**config.mk**
```make
export PLATFORM = sky130hd
export DESIGN_NAME = nfu2_reuse_accum
export DESIGN_NICKNAME = d
export VERILOG_FILES = /design/src/logic/nfu2_pkg.sv /design/src/logic/nfu2_reuse_accum.sv
export VERILOG_INCLUDE_DIRS = /design/src /design/src/logic
export SDC_FILE = /design/constraint.sdc
export NUM_CORES = 1
export LEC_CHECK = 0
export ABC_CLOCK_PERIOD_IN_PS = 4960
export CAP_MARGIN = 10
export CORE_AREA = 2 2 398 400
export DETAILED_ROUTE_END_ITERATION = 6
export DIE_AREA = 0 0 400 402
export DONT_BUFFER_PORTS = 1
export SETUP_SLACK_MARGIN = 0.15
export SYNTH_ARGS = -nofsm -noshare
export SYNTH_HDL_FRONTEND = slang
export SYNTH_SLANG_ARGS = --single-unit
```
**constraint.sdc**
```tcl
create_clock -name clk -period 4.96 [get_ports clk]
set_input_delay 0.248 -clock clk [delete_from_list [all_inputs] [get_ports clk]]
set_output_delay 0.248 -clock clk [all_outputs]
set_load 0.01 [all_outputs]
```
**src/logic/nfu2_consts.svh**
```systemverilog
// NFU-2 datapath constants

`ifndef NFU2_CONSTS_SVH
`define NFU2_CONSTS_SVH

// Width of one data word
// Products, partial sums, reuse operands and results share it
`define NFU2_BIT_WIDTH 16

// Output neurons per pass
// Each lane also reduces this many products
`define NFU2_TN 16

// Largest number of reused multiplication results per lane
`define NFU2_REUSE_MAX 4

`endif

```
**src/logic/nfu2_pkg.sv**
```systemverilog
// NFU-2 shared types

`include "nfu2_consts.svh"

package nfu2_pkg;

    // One data word, two's complement, wraps on overflow
    // Sign is left to the consumer, adds are the same either way
    typedef logic [`NFU2_BIT_WIDTH-1:0] word_t;

    // All products of one lane
    // Word k sits at bits 16k+15 down to 16k
    typedef word_t [`NFU2_TN-1:0] lane_words_t;

    // One word per lane across all lanes
    // Carries tree sums, partial sums and results
    typedef word_t [`NFU2_TN-1:0] lane_sums_t;

endpackage

```
**src/logic/nfu2_reuse_accum.sv**
```systemverilog
// NFU-2 reuse and accumulate stage

`include "nfu2_consts.svh"

module nfu2_reuse_accum #(
    // Reused multiplication results per lane, 1 to 4
    parameter int reuse_count = 1
) (
    input  logic                                       clk,
    input  logic                                       i_reset,
    // Sample strobe, same cycle as the products at the tree stage
    input  logic                                       i_valid,
    // Lane n takes words n*reuse_count onward
    input  nfu2_pkg::word_t [`NFU2_TN*reuse_count-1:0] i_reuse,
    // Partial sums from the output buffer, one per lane
    input  nfu2_pkg::lane_sums_t                       i_partial_sum,
    // Registered lane sums from the tree stage
    input  nfu2_pkg::lane_sums_t                       i_tree_sums,
    input  logic                                       i_tree_valid,
    // Final neuron sums, two cycles after the sample
    output nfu2_pkg::lane_sums_t                       o_results,
    output logic                                       o_valid
);

    // Reuse words plus partial sum, before and after the register
    nfu2_pkg::lane_sums_t side_sum;
    nfu2_pkg::lane_sums_t side_sum_q;

    // Strobe travelling alongside side_sum_q
    logic side_valid_q;

    // Side path per lane
    // Reuse words summed first, partial sum added last
    genvar n;
    generate
        for (n = 0; n < `NFU2_TN; n++) begin : g_lane
            nfu2_pkg::word_t reuse_sum;

            always_comb begin
                reuse_sum = '0;
                for (int r = 0; r < reuse_count; r++) begin
                    reuse_sum = reuse_sum + i_reuse[n*reuse_count + r];
                end
            end

            assign side_sum[n] = reuse_sum + i_partial_sum[n];
        end
    endgenerate

    // Cycle 1, runs in parallel with the product trees
    always_ff @(posedge clk) begin
        side_sum_q <= side_sum;
    end

    // Cycle 2, merge add per lane
    // Each lane wraps on its own, no carry between lanes
    always_ff @(posedge clk) begin
        for (int lane = 0; lane < `NFU2_TN; lane++) begin
            o_results[lane] <= i_tree_sums[lane] + side_sum_q[lane];
        end
    end

    // Strobe pipeline, two stages deep
    always_ff @(posedge clk) begin
        if (i_reset) begin
            side_valid_q <= 1'b0;
            o_valid      <= 1'b0;
        end else begin
            side_valid_q <= i_valid;
            o_valid      <= side_valid_q;
        end
    end

    // Both halves of the merge must belong to the same sample
    assert property (@(posedge clk) disable iff (i_reset) i_tree_valid == side_valid_q)
        else $error("tree stage and side path out of step");

    // Reuse width outside the supported range
    assert property (@(posedge clk) reuse_count >= 1 && reuse_count <= `NFU2_REUSE_MAX)
        else $error("reuse_count %0d out of range", reuse_count);

endmodule

```
; Word-level counts from Yosys, hierarchy flattened
; Cells that the tools add are included.
[classes]
multipliers = 0
div_mod_pow = 0
bitwise_logic = 0
shifts = 0
n_eq_ne = 0
magnitude_cmp = 0
n_reduce_logical = 0
mux = 0
addsub = 32
[op_table]
columns = cell, count
row1 = adder 16 bit, 32
[word_totals]
ram_bits = 0
n_memories = 0
latch_bits = 0
reg_bits = 514
inputBits = 772
out_inout_bits = 257
word_cells = 66
mem_bits_ro = 0

; Depth between registers and ports, before layout
; Gate-level depths: netlist of the first run.
[depth]
depth_word = 1
ltp_mapped = 9

; Worst setup path after synthesis of the first run
; Ideal clock, no wire load.
[synth_timing]
path_type = register -> register
from = register side_sum_q[0] in the netlist's numbering
to = register o_results[14] in the netlist's numbering
stages_incl_launch_ff = 10
period_less_slack_ps = 2345
setup_slack_ps = 2615
arrival_time_ps = 2218
setup_time_ps = 127
path_cell_list = dfxtp_1 ha_1 fa_1 a21o_1 a21oi_1 o21bai_1 o31a_1 a211oi_1 o21ai_0 xor2_1
[synth_via]
elab_chain_len = 1
[synth_rtl]
columns = item, line
row1 = from (decl), nfu2_reuse_accum.sv:27  ; nfu2_pkg::lane_sums_t side_sum_q;
row2 = from (signal assigned), nfu2_reuse_accum.sv:52  ; side_sum_q <= side_sum;
row3 = adder 16 bit, nfu2_reuse_accum.sv:59  ; o_results[lane] <= i_tree_sums[lane] + side_sum_q[lane];
row4 = "to (signal, indexed assignment)", nfu2_reuse_accum.sv:59
row5 = to (decl), nfu2_reuse_accum.sv:21  ; output nfu2_pkg::lane_sums_t o_results,
; No other way between the ends.
; A chain may end at the register's enable or synchronous reset.

; Worst setup path in the final report of the first run
[layout_timing]
from = register side_sum_q[48] in the netlist's numbering
to = register o_results[62] in the netlist's numbering
; The elaborated chain is that of the path after synthesis.

==> metrics.cfg, run 1 <==
[global_route]
track_usage_pct=15.8
grt_overflow=0
grt_first_pass_wirelength_mm=189
grt_max_degree=13
antenna_found_initial=47
grt_pass1_vias=30000

[finish]
fin_nets=5551
fill_cells=15900
drive_gt1_share_pct=3.68
final_area_mm2=0.0457
area_delta_synth_final_pct=47.2

[synth]
synth_area_leader_cell=dfxtp_1
ys_ff_latch=514
ys_types=61
syn_area_mm2=0.0311
yosysSeqAreaShare_pct=33.1
yosys-top-cells-area=dfxtp_1, ha_1, xnor2_1
syn_nets=4517
synth_edf_count=0
synthArstFlopShare_pct=0
yosysWarnings=0
synth_most_common_cell=dfxtp_1
synth_ff_type=dfxtp_1
avgSynthCellArea_um2=9.61
synthCells=3233
synthTopCellsByCount=dfxtp_1, ha_1, a21oi_1, xnor2_1, a21o_1
synth_top_area_share_pct=33.1

[die]
initial_core_util_pct=19.8
coreArea_mm2=0.157
die-area_mm2=0.161
boundaryPins=1029
rows=146
die_w_um=400
die_h_um=402

[critical_path]
crit_path_end_kind=flip-flop
worstSetupPathType=reg2reg
critical_path.endpoint=o_results[62]$_DFF_P_
slowest_delay_ns=0.84
cp.arrival_ns=4.45
cp.required_ns=5.50
crit_start=side_sum_q[48]$_DFF_P_
crit_chain=ha_1 -> fa_1 -> a21o_1 -> a21oi_1 -> o21bai_1 -> o31a_1 -> a211oi_1 -> o21ai_0 -> xor2_1 -> dlygate4sd3_1
r2r-end=o_results[62]$_DFF_P_
r2r_start=side_sum_q[48]$_DFF_P_
cp_max_fo=3
startpoint_type=flip-flop
r2r_cells=10
critical-path-slowest-cell=a211oi_1
ff2ff_setup_slack_ns=1.05

[route]
antenna_left=0
viasPerCell=4.61
route.detailed.drc=0
wire_per_inst_um=20.7
wirelength_mm=133
route.vias.total=29600
firstDrtPassIters=6
drt-initial-drc-count=2073

[power]
power.share.clock_pct=26.1
swShare_pct=36.8
power.internal_w=0.0123
seqPwrFrac_pct=36.8
peakVddDrop_mv=0.276
pwr-share-comb_pct=37.2
p_leak_nw=19.5
powerDensity_mw_per_mm2=426
power.switching_w=0.00716

[cts]
cts.sinks=514
cts.htree.levels=3
cts_buffer_depth=3
root_buffer=clkbuf_16
cts_tree=built
clk_latency_ns=0.66
tritoncts.num_buffers=68
clkTransAtPathRegs_ns=0.06
cts_setup_buffers=0

[timing]
tightest_slew_ns=1.20
rsz0062_at_grt=false
tns_ns=0
final-hold-violation-count=0
slew_violations=0
finalSetupViolCount=0
clock.fmax_ghz=0.256
post-route-period-util_pct=78.9
min_period_ns=3.91
clock_skew_ns=0.0267
slew_headroom_pct=19.6

[hold_path]
hold_class=in2reg

[placement]
gp_congestion=0.983
dpl.hpwl_mm=100
place_area_mm2=0.0337
port_buffers=0

[flow_run]
drv_cap=0

[status]
status=completed

==> flip-flops by register name (all words and copies together) (netlist names) <==
name / count
o_valid: 1
o_results: 256
side_sum_q: 256
side_valid_q: 1
==> how the worst min path moves through the flow <==
| stage | startpoint | to | slack, ns | cells past startpoint |
|---|---|---|---|---|
| final | i_partial_sum[74] | side_sum_q[74]$_DFF_P_ | 0.04 | 2 |
| after global routing | i_tree_sums[248] | o_results[248]$_DFF_P_ | 0.04 | 2 |
| after CTS | i_tree_sums[248] | o_results[248]$_DFF_P_ | 0.0003 | 2 |
| after detailed placement | i_reset | side_valid_q$_SDFF_PP0_ | 0.33 | 1 |
| after global placement | i_reset | side_valid_q$_SDFF_PP0_ | 0.32 | 1 |
| after floorplan | i_reset | o_valid$_SDFF_PP0_ | 0.32 | 1 |
==> metrics by stage <==
step / hold WS (ns) / util (%) / instances / worst slack (ns) / total power (W)
2_1_floorplan: 0.320 / - / 3233 / 2.62 / 0.0107
3_3_place_gp: 0.322 / 21.4 / 5299 / 1.68 / 0.0126
3_5_place_dp: 0.328 / 21.4 / 5300 / 1.71 / 0.0126
4_1_cts: 0.000323 / 29.0 / 6391 / 1.16 / 0.0194
5_1_grt: 0.0429 / 29.1 / 6411 / 0.934 / 0.0205
6_report: 0.0398 / 29.1 / 6426 / 1.05 / 0.0195
==> logic make-up (layout without fill, tap and decap cells) <==
logic type               after synthesis  in the layout  share of synthesized area (%)
multiplexers                           3              3                         0.0967
adder cells (fa/ha/maj)              512            512                           21.4
AO/OA/AOI/OAI                        969            969                           20.2
flip-flops                           514            514                           33.1
AND/OR/NAND/NOR                      651            651                           10.7
other                                  0             35                              0
buffers and inverters                125           1211                           1.51
XOR/XNOR                             459            459                           12.9
==> final cells by class <==
class	count	area (um2)	area share, %
sequential	514	10300	22.5
clock inverter	32	349	0.763
multi-input combinational	2594	20300	44.5
inverter	115	432	0.944
timing repair buffer	974	9740	21.3
antenna	35	87.6	0.192
clock buffer	90	1910	4.17
tap	2072	2590	5.67
==> metal layers <==
layer  GRT usage, %  vias up  routed length, um  part of all wire (%)
met4           9.35       28               8580                   6.5
met1           17.6    13900              51100                    39
met5          0.363        -                216                  0.16
li1               -    14000                  -                     -
met3           5.47      405              12300                   9.3
met2           25.8     1327              60500                    46
==> cell usage in the layout, fill, tap and decap left out, types with 10 or more instances in the layout <==
master and count:
nor2_1 159, nand2_1 114, o21bai_1 48, o21a_1 26, nor3b_1 10, clkbuf_8 10, nor3_1 58, xnor2_1 322
diode_2 35, a22o_1 14, clkinv_2 12, a21o_1 165, dfxtp_1 514, o31ai_1 53, a211oi_1 53, o31a_1 15
nand3_1 64, xor2_1 137, o21ai_0 131, o41ai_1 15, dlygate4sd3_1 969, and3_1 39, or3_1 29, a2111oi_0 10
inv_1 115, nor2b_1 27, nand4_1 40, or2_2 15, clkbuf_1 11, nand2b_1 47, and4_1 13, clkbuf_16 69
fa_1 32, a31oi_1 12, ha_1 480, a21oi_1 337
==> worst max-delay path, delay by kind of cell (launching register included) <==
family / cells / cell delay (ns)
compound gates: 6 / 2.07
xor+xnor: 1 / 0.20
fa+ha+maj: 2 / 0.66
buf+inv: 1 / 0.56
flops: 1 / 0.31
==> power groups by stage <==
| stage | Combinational, W | Sequential (W) | Clock (W) |
|---|---|---|---|
| 2_1_floorplan | 0.00411 | 0.00658 | 0 |
| 3_3_place_gp | 0.00532 | 0.00725 | 0 |
| 3_5_place_dp | 0.00542 | 0.00723 | 0 |
| 4_1_cts | 0.00702 | 0.00715 | 0.00524 |
| 5_1_grt | 0.00790 | 0.00726 | 0.00537 |
| 6_report | 0.00724 | 0.00716 | 0.00507 |
==> what timing repair did <==
| action | CTS | global route |
|---|---|---|
| resized for setup | 0 | 0 |
| hold buffers | 969 | 0 |
| endpoints found under the hold margin | 494 | 0 |
Note: power is estimated with default switching activity, not from simulation.
==> inputs of run 2 (changes only) <==
Settings changed: ABC_AREA from default to 1, ABC_CLOCK_PERIOD_IN_PS 4960 to 3900, CORE_AREA 2 2 398 400 to 2 2 399 401, DIE_AREA 0 0 400 402 to 0 0 401 403.
Clock period 4.96 ns to 3.9 ns, I/O delays scaled along.
==> run 2 against run 1 <==
Against the previous run: worst setup slack got worse by 0.083 ns; final area up 19%; clock power rose by 36%; flip-flop and latch count stayed put; utilization is 5.4 points higher; total power up 30%; sequential power up 22%; synthesized cell count rose by 90%; clock-buffer cell count down 2.
==> metrics.cfg, run 2 <==
[critical_path]
crit_chain=dlygate4sd3_1 -> ha_1 -> dlygate4sd3_1 -> nand3_1 -> nand3_2 -> nand2_1 -> nand2_1 -> nand2_1 -> nand2_1 -> nand2_1 -> dlygate4sd3_1 -> nand2_1 -> dlygate4sd3_1  ; was ha_1 -> fa_1 -> a21o_1 -> a21oi_1 -> o21bai_1 -> o31a_1 -> a211oi_1 -> o21ai_0 -> xor2_1 -> dlygate4sd3_1
worstSetupPathType=in2reg  ; was reg2reg
path_common_cell=nand2_1
cp_top_family=buffers and inverters  ; was compound AO/OA/AOI/OAI gates
cp_max_fo=3  ; unchanged
slowest_delay_ns=0.61  ; was 0.84 ns
critical-path-slowest-cell=dlygate4sd3_1  ; was a211oi_1
crit_path_end_kind=flip-flop  ; unchanged
critPathBufInv=4  ; was 1
startpoint_type=primary input  ; was flip-flop
cp.arrival_ns=3.48  ; was 4.45 ns
cp.required_ns=4.45  ; was 5.50 ns

[cts]
cts_tree=built  ; unchanged
tritoncts.num_buffers=70  ; was 68
cts_buffer_depth=3  ; unchanged
root_buffer=clkbuf_16  ; unchanged
clk_latency_ns=0.67  ; was 0.66 ns
cts_resized=0  ; unchanged
cts.sinks=514  ; unchanged
cts_setup_buffers=0  ; unchanged
clkTransAtPathRegs_ns=0.06  ; about the same
cts.htree.levels=3  ; unchanged

[placement]
dpl.hpwl_mm=127  ; was 100 mm
placed_cells=8202  ; was 5300
gp_congestion=1.02  ; was 0.983
port_buffers=0  ; unchanged

[route]
antenna_left=0  ; unchanged
wire_per_inst_um=16.7  ; was 20.7 um
viasPerCell=4.40  ; was 4.61
firstDrtPassIters=6  ; unchanged
wirelength_mm=156  ; was 133 mm
route.detailed.drc=0  ; unchanged
drt-initial-drc-count=2417  ; was 2073
route.vias.total=41200  ; was 29600

[power]
total_power_w=0.0253  ; was 0.0195 W
seqPwrFrac_pct=34.7  ; was 36.8%
power.internal_w=0.0152  ; was 0.0123 W
power.switching_w=0.0100  ; was 0.00716 W
p_leak_nw=29.7  ; was 19.5 nW
peakVddDrop_mv=0.298  ; was 0.276 mV
powerDensity_mw_per_mm2=465  ; was 426 mW/mm2
power.share.clock_pct=27.3  ; was 26.1%
swShare_pct=39.8  ; was 36.8%
pwr-share-comb_pct=38.0  ; was 37.2%

[synth]
synth_top_family_by_area=simple AND/OR/NAND/NOR gates  ; was adder cells
syn_nets=7414  ; was 4517
synthTopCellsByCount=nand2_1, inv_1, dfxtp_1, ha_1, nor2_1  ; was dfxtp_1, ha_1, a21oi_1, xnor2_1, a21o_1
synth_edf_count=0  ; unchanged
synth_ff_type=dfxtp_1  ; unchanged
yosysSeqAreaShare_pct=26.1  ; was 33.1%
syn_area_mm2=0.0394  ; was 0.0311 mm2
synth_top_area_share_pct=26.1  ; was 33.1%
synthSimpleGateAreaFrac_pct=35.8  ; was 10.7%
synth_most_common_cell=nand2_1  ; was dfxtp_1
synth_mux_area_share_pct=0  ; was 0.0967%
yosysWarnings=0  ; unchanged
yosys-top-cells-area=dfxtp_1, nand2_1, ha_1  ; was dfxtp_1, ha_1, xnor2_1
synth_adder_area_share_pct=16.9  ; was 21.4%
synthArstFlopShare_pct=0  ; unchanged
avgSynthCellArea_um2=6.43  ; was 9.61 um2
synthCells=6130  ; was 3233
ys_ff_latch=514  ; unchanged
synth_compound_area_share_pct=3.91  ; was 20.2%
ys_types=22  ; was 61
synth_xor_area_share_pct=5.68  ; was 12.9%
synth_area_leader_cell=dfxtp_1  ; unchanged

[timing]
fin_hold_ws_ns=0.0368  ; was 0.0398 ns
clock.fmax_ghz=0.341
clock_skew_ns=0.0381  ; was 0.0267 ns
slew_violations=0  ; unchanged
rsz0062_at_grt=false  ; unchanged
min_period_ns=2.94
tightest_slew_ns=0.828  ; was 1.20 ns
slew_headroom_pct=44.4  ; was 19.6%
tns_ns=0  ; unchanged
post-route-period-util_pct=75.3
finalSetupViolCount=0  ; unchanged
final-hold-violation-count=0  ; unchanged

[global_route]
track_usage_pct=18.6  ; was 15.8%
grt_first_pass_wirelength_mm=232  ; was 189 mm
grt_max_degree=13  ; unchanged
globalRouteMet1Util_pct=22.4  ; was 17.6%
antenna_found_initial=66  ; was 47
top_usage_layer=met2  ; unchanged
grt_pass1_vias=40000  ; was 30000
grt_overflow=0  ; unchanged
grt_util_met2_pct=30.4  ; was 25.8%
grt_use_met3_pct=5.29  ; was 5.47%

[finish]
layout_common_cells=nand2_1, inv_1, dlygate4sd3_1  ; was dlygate4sd3_1, dfxtp_1, ha_1
final_common_cell=nand2_1  ; was dlygate4sd3_1
instances_no_fill=9348  ; was 6426
post-route-util_pct=34.5  ; was 29.1%
top_regs=o_results: 256 flops, side_sum_q: 256 flops  ; unchanged
drive_gt1_share_pct=6.91  ; was 3.68%
fill_cells=16400  ; was 15900
area_delta_synth_final_pct=37.8  ; was 47.2%
fin_nets=8465  ; was 5551

[die]
die-area_mm2=0.162  ; was 0.161 mm2
rows=146  ; unchanged
boundaryPins=1029  ; unchanged
die_h_um=403  ; was 402 um
coreArea_mm2=0.157  ; about the same
die_w_um=401  ; was 400 um
initial_core_util_pct=25.0  ; was 19.8%

[flow_run]
drv_cap=0  ; unchanged

[status]
status=completed  ; unchanged

[hold_path]
hold_class=in2reg  ; unchanged

## run 2: changes by cell type after synthesis, sizes merged, moves of 58 or more
| cell | delta |
|---|---|
| nor2 | +158 |
| a211oi | -58 |
| a21o | -165 |
| inv | +1111 |
| xor2 | +58 |
| nand2 | +2422 |
| o21ai | -138 |
| nand3 | +260 |
| xnor2 | -261 |
## run 2: final timing paths
check,startpoint,end,slack [ns],cells past startpoint
hold reg to reg,side_valid_q$_SDFF_PP0_,o_valid$_SDFF_PP0_,0.42,2
setup / recovery,i_partial_sum[162],side_sum_q[175]$_DFF_P_,0.96,13
setup reg to reg,side_sum_q[114]$_DFF_P_,o_results[127]$_DFF_P_,1.06,11
hold / removal,i_reuse[110],side_sum_q[110]$_DFF_P_,0.04,4
## run 2: what timing repair did
| action | in CTS | in global routing |
|---|---|---|
| endpoints found under the setup margin | 0 | 0 |
| endpoints found under the hold margin | 505 | 0 |
| hold buffers | 979 | 0 |
## run 2: cell type report
type	instances	area [um2]	share of cell area [%]
Multi-Input combinational cell	4390	24600	45.2
Sequential cell	514	10300	18.9
Timing Repair Buffer	979	9800	18.0
Inverter	1226	4600	8.46
Tap cell	2072	2590	4.77
Clock buffer	88	1920	3.53
Clock inverter	35	505	0.930
Antenna cell	44	110	0.203
## run 2: through the flow
step / cell area [um2] / setup slack, ns
floorplan: 39400 / 2.40
global placement: 42000 / 2.06
detailed placement: 42000 / 2.04
CTS: 54300 / 1.10
global route: 54300 / 0.883
finish: 54400 / 0.965
## run 2: worst min-delay path: stages
cell and delay, ns:
ha_1 0.27, inv_1 0.07, nand2_1 0.07, nand2_1 0.04
## run 2: power groups by stage
stage               Clock [W]  Sequential [W]  Combinational, W
CTS                   0.00712         0.00878           0.00946
global placement            0         0.00889           0.00761
detailed placement          0         0.00887           0.00769
floorplan                   0         0.00805           0.00594
finish                0.00691         0.00877           0.00959
global route          0.00731         0.00884            0.0108
## run 2: routing by layer
| metal | share of wire [%] | vias to the layer above |
|---|---|---|
| met5 | 0.16 | - |
| met4 | 4.7 | 36 |
| met3 | 7.7 | 423 |
| met2 | 45 | 1433 |
| met1 | 42 | 18400 |
| li1 | - | 20800 |
## run 2: cell families (layout without fill, tap and decap cells)
| kind of cell | count (synthesis) | in the layout |
|---|---|---|
| xor gates and xnor gates | 256 | 256 |
| buffers and inverters | 1226 | 2328 |
| AOI/OAI and AO/OA | 285 | 285 |
| adders and majority gates | 512 | 512 |
| other | 0 | 44 |
| and+or+nand+nor | 3337 | 3337 |
| DFF | 514 | 514 |
